File: src/source/decode_defs.svh
`ifndef DECODE_DEFS_SVH
`define DECODE_DEFS_SVH

// Field widths
`define OP_W        6
`define FUNCT_W     6
`define REG_W       5
`define SHAMT_W     5
`define IMM_W       16
`define EXC_CODE_W  5

// Primary opcodes
`define OP_SPECIAL  6'b000000
`define OP_REGIMM   6'b000001
`define OP_J        6'b000010
`define OP_JAL      6'b000011
`define OP_BEQ      6'b000100
`define OP_BNE      6'b000101
`define OP_BLEZ     6'b000110
`define OP_BGTZ     6'b000111
`define OP_ADDI     6'b001000
`define OP_ADDIU    6'b001001
`define OP_SLTI     6'b001010
`define OP_SLTIU    6'b001011
`define OP_ANDI     6'b001100
`define OP_ORI      6'b001101
`define OP_XORI     6'b001110
`define OP_LUI      6'b001111
`define OP_BEQL     6'b010100
`define OP_BNEL     6'b010101
`define OP_BLEZL    6'b010110
`define OP_BGTZL    6'b010111
`define OP_LB       6'b100000
`define OP_LH       6'b100001
`define OP_LW       6'b100011
`define OP_LBU      6'b100100
`define OP_LHU      6'b100101
`define OP_SB       6'b101000
`define OP_SH       6'b101001
`define OP_SW       6'b101011

// SPECIAL funct codes
`define FN_SLL      6'b000000
`define FN_SRL      6'b000010
`define FN_SRA      6'b000011
`define FN_SLLV     6'b000100
`define FN_SRLV     6'b000110
`define FN_SRAV     6'b000111
`define FN_JR       6'b001000
`define FN_JALR     6'b001001
`define FN_SYSCALL  6'b001100
`define FN_BREAK    6'b001101
`define FN_MFHI     6'b010000
`define FN_MTHI     6'b010001
`define FN_MFLO     6'b010010
`define FN_MTLO     6'b010011
`define FN_MULT     6'b011000
`define FN_MULTU    6'b011001
`define FN_DIV      6'b011010
`define FN_DIVU     6'b011011
`define FN_ADD      6'b100000
`define FN_ADDU     6'b100001
`define FN_SUB      6'b100010
`define FN_SUBU     6'b100011
`define FN_AND      6'b100100
`define FN_OR       6'b100101
`define FN_XOR      6'b100110
`define FN_NOR      6'b100111
`define FN_SLT      6'b101010
`define FN_SLTU     6'b101011

// REGIMM rt codes
`define RT_BLTZ     5'b00000
`define RT_BGEZ     5'b00001
`define RT_BLTZL    5'b00010
`define RT_BGEZL    5'b00011
`define RT_BLTZAL   5'b10000
`define RT_BGEZAL   5'b10001
`define RT_BLTZALL  5'b10010
`define RT_BGEZALL  5'b10011

// Exception codes
`define EXC_RI      5'd10
`define EXC_BP      5'd9
`define EXC_SYS     5'd8

`define LINK_REG    5'd31

`endif

File: src/source/decodePkg.sv
`include "decode_defs.svh"

package decodePkg;

	typedef struct packed {
		logic [`OP_W-1:0]    opcode;
		logic [`REG_W-1:0]   rs;
		logic [`REG_W-1:0]   rt;
		logic [`REG_W-1:0]   rd;
		logic [`SHAMT_W-1:0] shamt;
		logic [`FUNCT_W-1:0] funct;
	} rFields_t;

	typedef struct packed {
		logic [`OP_W-1:0]  opcode;
		logic [`REG_W-1:0] rs;
		logic [`REG_W-1:0] rt;
		logic [`IMM_W-1:0] imm16;
	} iFields_t;

	// Same word, register view or immediate view
	typedef union packed {
		rFields_t r;
		iFields_t i;
	} instrWord_t;

	typedef struct packed {
		logic equal;    // rs == rt
		logic negative; // rs < 0
		logic positive; // rs > 0
	} cmpResult_t;

	typedef enum logic [4:0] {
		aluAdd = 5'd0, aluSub = 5'd1, aluOr = 5'd2, aluAnd = 5'd3,
		aluNor = 5'd4, aluXor = 5'd5, aluSll = 5'd6, aluSrl = 5'd7,
		aluSra = 5'd8, aluSlt = 5'd9, aluSltu = 5'd10, aluAddu = 5'd12,
		aluSubu = 5'd16, aluNone = 5'd31
	} aluOp_t;

	typedef enum logic [1:0] {extZero = 2'd0, extSign = 2'd1, extUpper = 2'd2} extOp_t;

	typedef struct packed {
		aluOp_t aluOp;
		logic   shiftByShamt;
		extOp_t extOp;
		logic   useImm;
	} aluCtrl_t;

	typedef enum logic [1:0] {destRt = 2'd0, destRd = 2'd1, destLink = 2'd2} destSel_t;

	typedef enum logic [2:0] {
		resHilo = 3'd0, resLui = 3'd1, resAlu = 3'd2, resLink = 3'd3, resMem = 3'd4
	} resultSel_t;

	typedef enum logic [1:0] {hiloLo = 2'd0, hiloHi = 2'd1, hiloMdu = 2'd2} hiloWrSel_t;

	typedef enum logic [1:0] {
		mduMultu = 2'd0, mduMult = 2'd1, mduDivu = 2'd2, mduDiv = 2'd3
	} mduOp_t;

	typedef struct packed {
		logic       rfWr;
		destSel_t   destSel;
		resultSel_t resultSel;
		logic       hiloWr;
		hiloWrSel_t hiloWrSel;
		logic       hiloRdHi;
		logic       hiloBusy; // Any HI/LO access
		logic       mduStart;
		mduOp_t     mduOp;
	} wbCtrl_t;

	typedef enum logic [2:0] {
		memSb = 3'd0, memSh = 3'd1, memSw = 3'd2, memLbu = 3'd3,
		memLb = 3'd4, memLhu = 3'd5, memLh = 3'd6, memLw = 3'd7
	} memSel_t;

	typedef struct packed {
		logic    rd;
		logic    wr;
		memSel_t memSel;
	} memCtrl_t;

	typedef enum logic [2:0] {
		brEq = 3'd0, brNe = 3'd1, brGez = 3'd2, brLtz = 3'd3,
		brLez = 3'd4, brGtz = 3'd5, brNone = 3'd7
	} brCond_t;

	typedef enum logic [1:0] {jumpNone = 2'd0, jumpDirect = 2'd1, jumpReg = 2'd2} jumpKind_t;

	typedef struct packed {
		brCond_t   cond;
		logic      likely;
		jumpKind_t jump;
	} branchClass_t;

	typedef enum logic [1:0] {
		predNone = 2'd0, predRet = 2'd1, predOther = 2'd2, predCall = 2'd3
	} predHint_t;

	typedef enum logic [1:0] {
		npcSeq = 2'd0, npcBranch = 2'd1, npcJump = 2'd2, npcJumpReg = 2'd3
	} npcOp_t;

	typedef struct packed {
		logic                   valid;
		logic [`EXC_CODE_W-1:0] code;
	} excInfo_t;

endpackage

File: src/source/aluDecoder.sv
`timescale 1ns/1ps
`include "decode_defs.svh"

module aluDecoder (
	input  decodePkg::instrWord_t instr,
	output decodePkg::aluCtrl_t   aluCtrl
);

	always_comb begin
		aluCtrl.aluOp = decodePkg::aluNone;
		aluCtrl.shiftByShamt = 1'b0;
		aluCtrl.useImm = (instr.r.opcode != `OP_SPECIAL); // Operand B from the immediate
		case (instr.r.opcode)
			`OP_SPECIAL: begin
				case (instr.r.funct)
					`FN_ADD:            aluCtrl.aluOp = decodePkg::aluAdd;
					`FN_ADDU:           aluCtrl.aluOp = decodePkg::aluAddu;
					`FN_SUB:            aluCtrl.aluOp = decodePkg::aluSub;
					`FN_SUBU:           aluCtrl.aluOp = decodePkg::aluSubu;
					`FN_OR:             aluCtrl.aluOp = decodePkg::aluOr;
					`FN_AND:            aluCtrl.aluOp = decodePkg::aluAnd;
					`FN_NOR:            aluCtrl.aluOp = decodePkg::aluNor;
					`FN_XOR:            aluCtrl.aluOp = decodePkg::aluXor;
					`FN_SLL, `FN_SLLV:  aluCtrl.aluOp = decodePkg::aluSll;
					`FN_SRL, `FN_SRLV:  aluCtrl.aluOp = decodePkg::aluSrl;
					`FN_SRA, `FN_SRAV:  aluCtrl.aluOp = decodePkg::aluSra;
					`FN_SLT:            aluCtrl.aluOp = decodePkg::aluSlt;
					`FN_SLTU:           aluCtrl.aluOp = decodePkg::aluSltu;
					default:            aluCtrl.aluOp = decodePkg::aluNone;
				endcase
				// Constant shifts take the amount from shamt
				aluCtrl.shiftByShamt = (instr.r.funct == `FN_SLL) ||
					(instr.r.funct == `FN_SRL) || (instr.r.funct == `FN_SRA);
			end
			`OP_ADDI:  aluCtrl.aluOp = decodePkg::aluAdd;
			`OP_ADDIU: aluCtrl.aluOp = decodePkg::aluAddu;
			`OP_SLTI:  aluCtrl.aluOp = decodePkg::aluSlt;
			`OP_SLTIU: aluCtrl.aluOp = decodePkg::aluSltu;
			`OP_ANDI:  aluCtrl.aluOp = decodePkg::aluAnd;
			`OP_ORI:   aluCtrl.aluOp = decodePkg::aluOr;
			`OP_XORI:  aluCtrl.aluOp = decodePkg::aluXor;
			`OP_LB, `OP_LH, `OP_LW, `OP_LBU, `OP_LHU,
			`OP_SB, `OP_SH, `OP_SW:
				aluCtrl.aluOp = decodePkg::aluAddu; // Address offset never traps
			default:   aluCtrl.aluOp = decodePkg::aluNone;
		endcase
	end

	always_comb begin
		case (instr.i.opcode)
			`OP_ADDI, `OP_ADDIU, `OP_SLTI, `OP_SLTIU,
			`OP_LB, `OP_LH, `OP_LW, `OP_LBU, `OP_LHU,
			`OP_SB, `OP_SH, `OP_SW:
				aluCtrl.extOp = decodePkg::extSign;
			`OP_LUI: aluCtrl.extOp = decodePkg::extUpper; // imm16 into the top half
			default: aluCtrl.extOp = decodePkg::extZero;
		endcase
	end

endmodule

File: src/source/resultDecoder.sv
`timescale 1ns/1ps
`include "decode_defs.svh"

module resultDecoder (
	input  decodePkg::instrWord_t instr,
	output decodePkg::wbCtrl_t    wbCtrl
);

	always_comb begin
		wbCtrl.rfWr = 1'b0;
		wbCtrl.destSel = decodePkg::destRt;
		wbCtrl.resultSel = decodePkg::resAlu;
		wbCtrl.hiloWr = 1'b0;
		wbCtrl.hiloWrSel = decodePkg::hiloLo;
		wbCtrl.hiloRdHi = 1'b0;
		wbCtrl.hiloBusy = 1'b0;
		wbCtrl.mduStart = 1'b0;
		wbCtrl.mduOp = decodePkg::mduMultu;
		case (instr.r.opcode)
			`OP_SPECIAL: begin
				wbCtrl.destSel = decodePkg::destRd;
				case (instr.r.funct)
					`FN_ADD, `FN_ADDU, `FN_SUB, `FN_SUBU, `FN_OR, `FN_AND, `FN_NOR,
					`FN_XOR, `FN_SLT, `FN_SLTU, `FN_SLL, `FN_SRL, `FN_SRA,
					`FN_SLLV, `FN_SRLV, `FN_SRAV:
						wbCtrl.rfWr = 1'b1;
					`FN_JALR: begin
						wbCtrl.rfWr = 1'b1;
						wbCtrl.resultSel = decodePkg::resLink; // Return address into rd
					end
					`FN_MFHI, `FN_MFLO: begin
						wbCtrl.rfWr = 1'b1;
						wbCtrl.resultSel = decodePkg::resHilo;
						wbCtrl.hiloRdHi = (instr.r.funct == `FN_MFHI);
						wbCtrl.hiloBusy = 1'b1;
					end
					`FN_MTHI, `FN_MTLO: begin
						wbCtrl.hiloWr = 1'b1;
						wbCtrl.hiloWrSel = (instr.r.funct == `FN_MTHI) ?
							decodePkg::hiloHi : decodePkg::hiloLo;
						wbCtrl.hiloBusy = 1'b1;
					end
					`FN_MULT, `FN_MULTU, `FN_DIV, `FN_DIVU: begin
						wbCtrl.hiloWr = 1'b1;
						wbCtrl.hiloWrSel = decodePkg::hiloMdu; // Both halves from the MDU
						wbCtrl.hiloBusy = 1'b1;
						wbCtrl.mduStart = 1'b1;
					end
					default: wbCtrl.rfWr = 1'b0;
				endcase
				case (instr.r.funct)
					`FN_MULT: wbCtrl.mduOp = decodePkg::mduMult;
					`FN_DIVU: wbCtrl.mduOp = decodePkg::mduDivu;
					`FN_DIV:  wbCtrl.mduOp = decodePkg::mduDiv;
					default:  wbCtrl.mduOp = decodePkg::mduMultu;
				endcase
			end
			`OP_REGIMM: begin
				// Only the AL forms link
				if (instr.i.rt == `RT_BLTZAL || instr.i.rt == `RT_BGEZAL ||
					instr.i.rt == `RT_BLTZALL || instr.i.rt == `RT_BGEZALL) begin
					wbCtrl.rfWr = 1'b1;
					wbCtrl.destSel = decodePkg::destLink;
					wbCtrl.resultSel = decodePkg::resLink;
				end
			end
			`OP_JAL: begin
				wbCtrl.rfWr = 1'b1;
				wbCtrl.destSel = decodePkg::destLink;
				wbCtrl.resultSel = decodePkg::resLink;
			end
			`OP_ADDI, `OP_ADDIU, `OP_SLTI, `OP_SLTIU, `OP_ANDI, `OP_ORI, `OP_XORI:
				wbCtrl.rfWr = 1'b1;
			`OP_LUI: begin
				wbCtrl.rfWr = 1'b1;
				wbCtrl.resultSel = decodePkg::resLui;
			end
			`OP_LB, `OP_LH, `OP_LW, `OP_LBU, `OP_LHU: begin
				wbCtrl.rfWr = 1'b1;
				wbCtrl.resultSel = decodePkg::resMem;
			end
			default: wbCtrl.rfWr = 1'b0;
		endcase
	end

endmodule

File: src/source/memDecoder.sv
`timescale 1ns/1ps
`include "decode_defs.svh"

module memDecoder (
	input  decodePkg::instrWord_t instr,
	output decodePkg::memCtrl_t   memCtrl
);

	always_comb begin
		memCtrl.rd = 1'b0;
		memCtrl.wr = 1'b0;
		case (instr.i.opcode)
			`OP_LB, `OP_LH, `OP_LW, `OP_LBU, `OP_LHU: memCtrl.rd = 1'b1;
			`OP_SB, `OP_SH, `OP_SW:                   memCtrl.wr = 1'b1;
			default:                                  memCtrl.rd = 1'b0;
		endcase
	end

	// Size and signedness, word when no access
	always_comb begin
		case (instr.i.opcode)
			`OP_SB:  memCtrl.memSel = decodePkg::memSb;
			`OP_SH:  memCtrl.memSel = decodePkg::memSh;
			`OP_SW:  memCtrl.memSel = decodePkg::memSw;
			`OP_LBU: memCtrl.memSel = decodePkg::memLbu;
			`OP_LB:  memCtrl.memSel = decodePkg::memLb;
			`OP_LHU: memCtrl.memSel = decodePkg::memLhu;
			`OP_LH:  memCtrl.memSel = decodePkg::memLh;
			default: memCtrl.memSel = decodePkg::memLw;
		endcase
	end

endmodule

File: src/source/branchDecoder.sv
`timescale 1ns/1ps
`include "decode_defs.svh"

module branchDecoder (
	input  decodePkg::instrWord_t   instr,
	output decodePkg::branchClass_t branchClass,
	output logic                    isBranch,
	output decodePkg::predHint_t    predHint
);

	logic linkCall; // JAL or an AL branch
	logic retJump;  // JR through the link register

	always_comb begin
		branchClass.cond = decodePkg::brNone;
		branchClass.jump = decodePkg::jumpNone;
		linkCall = 1'b0;
		retJump = 1'b0;
		case (instr.i.opcode)
			`OP_BEQ, `OP_BEQL: branchClass.cond = decodePkg::brEq;
			`OP_BNE, `OP_BNEL: branchClass.cond = decodePkg::brNe;
			`OP_BLEZ:          branchClass.cond = decodePkg::brLez;
			`OP_BGTZ:          branchClass.cond = decodePkg::brGtz;
			`OP_BLEZL: begin
				if (instr.i.rt == '0)
					branchClass.cond = decodePkg::brLez;
			end
			`OP_BGTZL: begin
				if (instr.i.rt == '0)
					branchClass.cond = decodePkg::brGtz;
			end
			`OP_REGIMM: begin
				case (instr.i.rt)
					`RT_BLTZ, `RT_BLTZL, `RT_BLTZAL, `RT_BLTZALL:
						branchClass.cond = decodePkg::brLtz;
					`RT_BGEZ, `RT_BGEZL, `RT_BGEZAL, `RT_BGEZALL:
						branchClass.cond = decodePkg::brGez;
					default: branchClass.cond = decodePkg::brNone;
				endcase
				linkCall = instr.i.rt[4] && (branchClass.cond != decodePkg::brNone);
			end
			`OP_J: branchClass.jump = decodePkg::jumpDirect;
			`OP_JAL: begin
				branchClass.jump = decodePkg::jumpDirect;
				linkCall = 1'b1;
			end
			`OP_SPECIAL: begin
				if (instr.r.funct == `FN_JR || instr.r.funct == `FN_JALR)
					branchClass.jump = decodePkg::jumpReg;
				retJump = (instr.r.funct == `FN_JR) && (instr.r.rs == `LINK_REG);
			end
			default: branchClass.cond = decodePkg::brNone;
		endcase
		// Likely opcodes are 0101xx, likely REGIMM forms have rt bit 1 set
		branchClass.likely = (branchClass.cond != decodePkg::brNone) &&
			((instr.i.opcode[5:2] == 4'b0101) ||
			((instr.i.opcode == `OP_REGIMM) && instr.i.rt[1]));
	end

	assign isBranch = (branchClass.cond != decodePkg::brNone) ||
		(branchClass.jump != decodePkg::jumpNone);

	assign predHint = retJump  ? decodePkg::predRet :
	                  linkCall ? decodePkg::predCall :
	                  isBranch ? decodePkg::predOther : decodePkg::predNone;

endmodule

File: src/source/branchResolver.sv
`timescale 1ns/1ps

module branchResolver (
	input  decodePkg::branchClass_t branchClass,
	input  decodePkg::cmpResult_t   cmp,
	output decodePkg::npcOp_t       npcOp,
	output logic                    delaySlotKill
);

	logic condHolds;
	logic isCond;

	assign isCond = (branchClass.cond != decodePkg::brNone);

	always_comb begin
		case (branchClass.cond)
			decodePkg::brEq:  condHolds = cmp.equal;
			decodePkg::brNe:  condHolds = !cmp.equal;
			decodePkg::brGez: condHolds = !cmp.negative;
			decodePkg::brLtz: condHolds = cmp.negative;
			decodePkg::brLez: condHolds = !cmp.positive;
			decodePkg::brGtz: condHolds = cmp.positive;
			default:          condHolds = 1'b0;
		endcase
	end

	always_comb begin
		if (isCond)
			npcOp = condHolds ? decodePkg::npcBranch : decodePkg::npcSeq;
		else begin
			case (branchClass.jump)
				decodePkg::jumpDirect: npcOp = decodePkg::npcJump;
				decodePkg::jumpReg:    npcOp = decodePkg::npcJumpReg;
				default:               npcOp = decodePkg::npcSeq;
			endcase
		end
	end

	// Not-taken likely branch nullifies its delay slot
	assign delaySlotKill = branchClass.likely && isCond && !condHolds;

endmodule

File: src/source/exceptionDetect.sv
`timescale 1ns/1ps
`include "decode_defs.svh"

module exceptionDetect (
	input  logic                  clk,
	input  logic                  rst,
	input  decodePkg::instrWord_t instr,
	input  decodePkg::wbCtrl_t    wbCtrl,
	input  decodePkg::memCtrl_t   memCtrl,
	input  logic                  isBranch,
	input  decodePkg::excInfo_t   fetchExc,
	input  logic                  ifFlush,
	output decodePkg::excInfo_t   exc
);

	logic recentReset; // High until the first edge with rst released
	logic isBreak;
	logic isSyscall;
	logic recognized;

	always_ff @(posedge clk) begin
		if (!rst)
			recentReset <= 1'b1;
		else
			recentReset <= 1'b0;
	end

	assign isBreak = (instr.r.opcode == `OP_SPECIAL) && (instr.r.funct == `FN_BREAK);
	assign isSyscall = (instr.r.opcode == `OP_SPECIAL) && (instr.r.funct == `FN_SYSCALL);

	// Loads are covered by rfWr
	assign recognized = wbCtrl.rfWr || wbCtrl.hiloWr || memCtrl.wr || isBranch ||
		isBreak || isSyscall;

	always_comb begin
		exc.valid = 1'b1;
		if (fetchExc.valid)
			exc.code = fetchExc.code; // Upstream exception wins
		else if (!recognized && !ifFlush && !recentReset)
			exc.code = `EXC_RI;
		else if (isBreak)
			exc.code = `EXC_BP;
		else if (isSyscall)
			exc.code = `EXC_SYS;
		else begin
			exc.valid = 1'b0;
			exc.code = '0;
		end
	end

endmodule

File: src/source/instrDecode.sv
`timescale 1ns/1ps

module instrDecode (
	input  logic                  clk,
	input  logic                  rst,
	input  decodePkg::instrWord_t instr,
	input  decodePkg::cmpResult_t cmp,
	input  decodePkg::excInfo_t   fetchExc,
	input  logic                  ifFlush, // Decode slot holds a bubble
	output decodePkg::aluCtrl_t   aluCtrl,
	output decodePkg::wbCtrl_t    wbCtrl,
	output decodePkg::memCtrl_t   memCtrl,
	output logic                  isBranch,
	output decodePkg::predHint_t  predHint,
	output decodePkg::npcOp_t     npcOp,
	output logic                  delaySlotKill,
	output decodePkg::excInfo_t   exc
);

	decodePkg::branchClass_t branchClass;

	aluDecoder i_aluDecoder (
		.instr   (instr),
		.aluCtrl (aluCtrl)
	);

	resultDecoder i_resultDecoder (
		.instr  (instr),
		.wbCtrl (wbCtrl)
	);

	memDecoder i_memDecoder (
		.instr   (instr),
		.memCtrl (memCtrl)
	);

	branchDecoder i_branchDecoder (
		.instr       (instr),
		.branchClass (branchClass),
		.isBranch    (isBranch),
		.predHint    (predHint)
	);

	branchResolver i_branchResolver (
		.branchClass   (branchClass),
		.cmp           (cmp),
		.npcOp         (npcOp),
		.delaySlotKill (delaySlotKill)
	);

	exceptionDetect i_exceptionDetect (
		.clk      (clk),
		.rst      (rst),
		.instr    (instr),
		.wbCtrl   (wbCtrl),
		.memCtrl  (memCtrl),
		.isBranch (isBranch),
		.fetchExc (fetchExc),
		.ifFlush  (ifFlush),
		.exc      (exc)
	);

endmodule

File: config.mk
export PLATFORM = sky130hd
export DESIGN_NAME = instrDecode
export DESIGN_NICKNAME = d
export VERILOG_FILES = /design/src/source/decodePkg.sv /design/src/source/aluDecoder.sv /design/src/source/resultDecoder.sv /design/src/source/memDecoder.sv /design/src/source/branchDecoder.sv /design/src/source/branchResolver.sv /design/src/source/exceptionDetect.sv /design/src/source/instrDecode.sv
export VERILOG_INCLUDE_DIRS = /design/src /design/src/source
export SDC_FILE = /design/constraint.sdc
export NUM_CORES = 1
export LEC_CHECK = 0
export BUFFER_PORTS_ARGS = -buffer_cell sky130_fd_sc_hd__buf_2
export CAP_MARGIN = 25
export CORE_ASPECT_RATIO = 1.2
export CORE_MARGIN = 3
export CORE_UTILIZATION = 44
export CTS_CLUSTER_SIZE = 28
export DETAILED_ROUTE_END_ITERATION = 6
export GPL_ROUTABILITY_DRIVEN = 0
export PLACE_DENSITY = 0.83
export SYNTH_ARGS = -nofsm -noshare
export SYNTH_HDL_FRONTEND = slang
export SYNTH_SLANG_ARGS = --single-unit
export TNS_END_PERCENT = 5
File: constraint.sdc
create_clock -name clk -period 1.95 [get_ports clk]
set_input_delay 0.0975 -clock clk [delete_from_list [all_inputs] [get_ports clk]]
set_output_delay 0.0975 -clock clk [all_outputs]
set_load 0.005 [all_outputs]
==> results of run 1 <==
how the worst min path moves through the flow:
stage | slack (ns) | depth (start not counted) | end | from
CTS | 0.25 | 2 | i_exceptionDetect.recentReset | rst
global route | 0.26 | 2 | i_exceptionDetect.recentReset | rst
finish | 0.25 | 2 | i_exceptionDetect.recentReset | rst
detailed placement | 0.25 | 2 | i_exceptionDetect.recentReset | rst
global placement | 0.24 | 2 | i_exceptionDetect.recentReset | rst
floorplan | 0.15 | 1 | i_exceptionDetect.recentReset | rst
synthesized netlist by cell type (4+ instances only):
library cell,count,area (um^2)
nand3_1,4,20.02
and2_1,5,31.28
ha_1,6,75.07
inv_1,14,52.55
a21oi_1,10,50.05
buf_2,4,20.02
nor2b_1,5,31.28
clkbuf_1,6,22.52
nor3_1,6,30.03
nor2_1,21,78.83
nand2_1,18,67.56
o221ai_1,5,43.79
nand2b_1,6,37.54
o21ai_0,9,45.04
or3_1,5,31.28
o31ai_1,4,30.03
buf_4,4,30.03
power breakdown:
group          total (mW)  switching (mW)  internal [mW]
clock network           0               0              0
logic               0.360           0.187          0.173
registers          0.0227        0.000704         0.0220
layout by cell type (no fill, tap or decap), types with 3 or more instances in the layout:
| cell | count |
|---|---|
| mux2i_1 | 3 |
| inv_2 | 4 |
| or3_1 | 5 |
| or2_2 | 3 |
| nor2b_1 | 5 |
| nand3_1 | 4 |
| a211o_1 | 3 |
| o211ai_1 | 3 |
| buf_4 | 38 |
| o221ai_1 | 5 |
| inv_1 | 11 |
| buf_6 | 3 |
| o211a_1 | 3 |
| nand2_1 | 17 |
| nand2b_1 | 6 |
| xnor2_1 | 3 |
| and2_1 | 5 |
| buf_2 | 69 |
| o31ai_1 | 4 |
| a22oi_1 | 3 |
| a21oi_1 | 10 |
| o21ai_0 | 6 |
| o22ai_1 | 3 |
| nor3_1 | 6 |
| nor2_1 | 19 |
worst max-delay path, stage by stage:
cell and delay, ns:
buf_2 0.13, or2_2 0.33, or4_1 0.46, ha_1 0.24
nand2_2 0.10, nor4b_4 0.06, or3_1 0.30, buf_2 0.13
metal layers:
layer  share of wire [%]  wire length, um  vias to the layer above
li1                    -                -                      921
met1                  38             1840                      867
met2                  54             2599                       76
met3                 5.8              281                       10
met4                 2.2              108                        0
met5                   0                0                        -
logic make-up (layout without fill, tap and decap cells):
kind of cell               after synthesis  in the layout  synth area share (%)
DFF                                      1              1                 1.521
buffers and inverters                   33            127                 12.83
xor gates and xnor gates                 5              5                 3.328
and+or+nand+nor                         90             90                 38.21
AOI/OAI and AO/OA                       61             61                 34.41
muxes                                    5              5                 3.992
adders and majority gates                6              6                 5.703
what timing repair did:
item / in CTS / in global routing
hold buffers: 0 / 0
pin swaps: 9 / 4
endpoints found under the setup margin: 3 / 4
gates cloned: 0 / 0
buffers inserted: 1 / 1
gates resized for setup: 22 / 7
layout make-up:
type / count / share of cell area (%)
Multi-Input combinational cell: 167 / 60.06
Timing Repair Buffer: 111 / 33.67
Inverter: 16 / 3.135
Tap cell: 34 / 2.132
Sequential cell: 1 / 1.003
per-stage QoR:
stage	setup WS [ns]	util (%)	power [mW]
detailed placement	-0.2859	66.45	0.3509
finish	0.008739	70.33	0.3829
global placement	-0.1588	66.45	0.3415
global route	-0.08585	70.33	0.4164
floorplan	0.08524	-	0.2074
CTS	-0.02022	69.58	0.3739
==> parameters.txt, run 1 <==
Parameter                              Value

Run status
  Outcome    finished clean

Finish
  Final cell count without fillers    329
  Seq. cell area    20.02 um^2
  Area added between synthesis and finish    51.62%
  Fillers    244
  Combined area of the multi-input logic cells    1199 um^2
  Largest registers in the final layout    i_exceptionDetect.recentReset: 1 flops
  Max reg flops    1
  Top reg by flops    i_exceptionDetect.recentReset
  Ant diodes    0
  Share of final-layout standard cells stronger than drive strength 1    48.14%
  Final instance area    1996 um^2
  Fin nets    347

Synthesis
  Library cells used by synthesis    60
  Synth async-reset ratio    0%
  Synth warn    0
  Netlist area before placement    1316 um^2
  Share of synthesized area occupied by flip-flops and latches    1.521%
  Leading register cell type out of synthesis    dfxtp_1
  Synthesized net count    251
  Post-synth EDFFs    0
  Total of flip-flops plus latches after synthesis    1
  Average cell area after synthesis    6.549 um^2
  Cell count after synthesis    201

Drt
  Via count of the routed design    1874
  1st-pass router iterations    4
  Iteration-0 DRC count of the detailed router    95
  DRC viols    0
  Routed wire length per instance    14.68 um
  Final routed wirelength across all metal layers    4830 um
  Residual antenna-violating net count after detailed routing    0
  Via density    5.696

Floorplanning
  # rows    21
  Die W    55.93 um
  Initial Util    46.38%
  Full die area    3687 um^2
  Core area    2838 um^2
  Die Y-Extent    65.92 um
  Top Ports    84

GRT
  GR met1 Demand/Resource    29.48%
  Routing usage on met2    50.59%
  Gr usage total    25.32%
  Met3 usage in global routing    0.7813%
  Via count of the first global-routing pass    1736
  Initial antenna violation count    0
  Maximum number of pins on one net before global-route repair    20
  Wire length of the first global-routing pass    7817 um
  GRT busiest layer    met2
  Total congestion overflow    0

STA
  Relative slew slack    61.64%
  Unrepaired setup endpoints after global routing    true
  Slew @ Worst Pin    0.5705 ns
  Final Hold Slack    0.2486 ns
  Maximum clock frequency    515.1 MHz
  Fin. max-slew vios    0
  Period utilization    99.55%
  Final hold violation count    0
  Final number of setup-violating endpoints    0
  Final TNS setup    0 ns
  Minimum clock period    1.941 ns

Job
  Count of max-cap constraint violations    0

Clocking
  Clock slew seen by the registers of the worst setup and hold paths    0 ns

Placement
  Port bufs    73
  Placed wire-length estimate    3917 um
  Cell area after placement    1886 um^2
  Placed Cells    327

Worst setup path
  Startpoint of the worst setup timing path    instr[31]
  Crit path DAT    1.84 ns
  Crit end category    output pin
  Required time worst endpoint    1.85 ns
  Critical path start-end classification    in2out
  Critical Path Fanout Max    4
  Worst setup path endpoint    exc[5]
  Crit start category    input pin

Min path
  Class of the tightest hold or removal check    in2reg

Power and ir drop
  Power density relative to cell area    191.8 nW/um^2
  Leakage power of the design    0.9984 nW
  Peak supply drop    0.1162 mV
(Power assumes the default switching activity.)
==> run 2, diff against run 1 <==
MAX_ROUTING_LAYER = met4   (was default)
==> run 2 against run 1 <==
Against the previous run: global-route usage increased by 0.63 points; flip-flop and latch count stayed put; cell count unchanged; largest cell class unchanged; wire length down 0.14%.
==> parameters.txt, run 2 (synthesis results as in run 1) <==
Parameter                              Value

Run status
  Outcome    finished clean

Drt
  Routed wire length per instance    14.66 um (-0.14%)
  Via count of the routed design    1889 (+0.80%)
  Final routed wirelength across all metal layers    4823 um (-0.14%)
  1st-pass router iterations    5 (+1)
  Iteration-0 DRC count of the detailed router    124 (+31%)
  DRC viols    0 (unchanged)
  Residual antenna-violating net count after detailed routing    0 (unchanged)
  Via density    5.742 (+0.80%)

Placement
  Placed Cells    327 (unchanged)
  Port bufs    73 (unchanged)
  Placed wire-length estimate    3917 um (unchanged)

Finish
  Share of final-layout standard cells stronger than drive strength 1    48.14% (unchanged)
  Most common cell after layout, fill and taps aside    buf_2
  Area added between synthesis and finish    51.62% (unchanged)
  Max reg flops    1 (unchanged)
  Most frequent cells in the layout    69 x buf_2, 38 x buf_4, 19 x nor2_1
  Ant diodes    0 (unchanged)
  Top reg by flops    i_exceptionDetect.recentReset
  Final cell count without fillers    329 (unchanged)
  Largest registers in the final layout    i_exceptionDetect.recentReset: 1 flops
  Fin nets    347 (unchanged)

Floorplanning
  Core area    2838 um^2 (unchanged)
  Die Y-Extent    65.92 um (unchanged)
  Initial Util    46.38% (unchanged)
  Full die area    3687 um^2 (unchanged)
  # rows    21 (unchanged)
  Top Ports    84 (unchanged)
  Die W    55.93 um (unchanged)

STA
  Final hold violation count    0 (unchanged)
  Relative slew slack    62.07% (+0.42 points)
  Slew @ Worst Pin    0.5642 ns (-0.006299 ns)
  Period utilization    99.39% (-0.16 points)
  Final number of setup-violating endpoints    0 (unchanged)
  Minimum clock period    1.938 ns (-0.003142 ns)
  Maximum clock frequency    516.0 MHz (+0.16%)
  Unrepaired setup endpoints after global routing    true
  Fin. max-slew vios    0 (unchanged)

GRT
  Maximum number of pins on one net before global-route repair    20 (unchanged)
  Total congestion overflow    0 (unchanged)
  Via count of the first global-routing pass    1737 (+0.058%)
  Initial antenna violation count    0 (unchanged)
  Gr usage total    25.94% (+0.63 points)
  Wire length of the first global-routing pass    7803 um (-0.18%)

Power and ir drop
  Power density relative to cell area    191.9 nW/um^2 (about the same)
  Sequential fraction of design power    5.9% (about the same)
  Peak supply drop    0.1168 mV (+0.54%)
  Leakage power of the design    0.9984 nW (unchanged)
  Net switching fraction of the power    49.08% (about the same)
  Internal Power    0.1950 mW (about the same)
  Clock Power Share    0% (unchanged)
  Switching power of the nets    0.1880 mW (about the same)
  Total power    0.3830 mW (about the same)
  Fraction of power consumed by combinational cells    94.1% (about the same)

Clocking
  Number of hold-repair buffers added at the cts stage    0 (unchanged)
  Clock slew seen by the registers of the worst setup and hold paths    0 ns (unchanged)

Worst setup path
  Crit start category    input pin
  Crit path DAT    1.84 ns (about the same)
  Crit end category    output pin
  Critical Path Fanout Max    4 (unchanged)
  Critical path start-end classification    in2out
  Required time worst endpoint    1.85 ns (about the same)

Job
  Count of max-cap constraint violations    0 (unchanged)

Min path
  Class of the tightest hold or removal check    in2reg
run 2: what timing repair did:
item	4_1_cts	5_1_grt
endpoints found under the setup margin	3	4
gates resized for setup	22	7
buffers inserted	1	1
pin swaps	9	4
run 2: layout make-up:
type                    instances  area (um^2)
inverters                      16        62.56
flip-flops and latches          1        20.02
multi-input cells             167         1199
fillers                       244        842.1
repair buffers                111        671.9
well taps                      34        42.54
run 2: power by group through the flow:
| stage | Sequential (mW) | Clock (mW) | Combinational (mW) |
|---|---|---|---|
| final | 0.0227 | 0 | 0.360 |
| after global routing | 0.0227 | 0 | 0.394 |
| after CTS | 0.0228 | 0 | 0.351 |
| after detailed placement | 0.0226 | 0 | 0.328 |
| after global placement | 0.0226 | 0 | 0.319 |
| after floorplan | 0.0221 | 0 | 0.185 |
run 2: final timing paths:
| path | startpoint | end | slack, ns | cells after the start |
|---|---|---|---|---|
| worst min-delay path | rst | i_exceptionDetect.recentReset | 0.25 | 2 |
| worst max-delay path | instr[31] | exc[5] | 0.01 | 8 |
run 2: through the flow:
stage | util, % | setup slack, ns | instance area, um^2 | hold WS, ns | TNS, ns
floorplan | - | 0.08524 | 1316 | 0.1540 | 0
global placement | 66.45 | -0.1588 | 1886 | 0.2445 | -0.3681
detailed placement | 66.45 | -0.2859 | 1886 | 0.2492 | -0.7039
CTS | 69.58 | -0.02022 | 1974 | 0.2487 | -0.02022
global route | 70.33 | -0.08574 | 1996 | 0.2588 | -0.1927
finish | 70.33 | 0.01188 | 1996 | 0.2486 | 0
run 2: metal layers:
layer | share of wire [%] | up-vias | GRT usage [%] | wire length [um]
met5 | 0 | - | - | 0
met4 | 2.2 | 0 | 5.935 | 108
met3 | 6.4 | 12 | 0.7813 | 309
met2 | 54 | 93 | 50.59 | 2590
met1 | 38 | 863 | 29.36 | 1815
li1 | - | 921 | - | -
run 2: worst max-delay path, stage by stage:
cell	delay, ns
buf_2	0.13
or2_2	0.33
or4_1	0.46
ha_1	0.24
nand2_2	0.09
nor4b_4	0.06
or3_1	0.30
buf_2	0.13
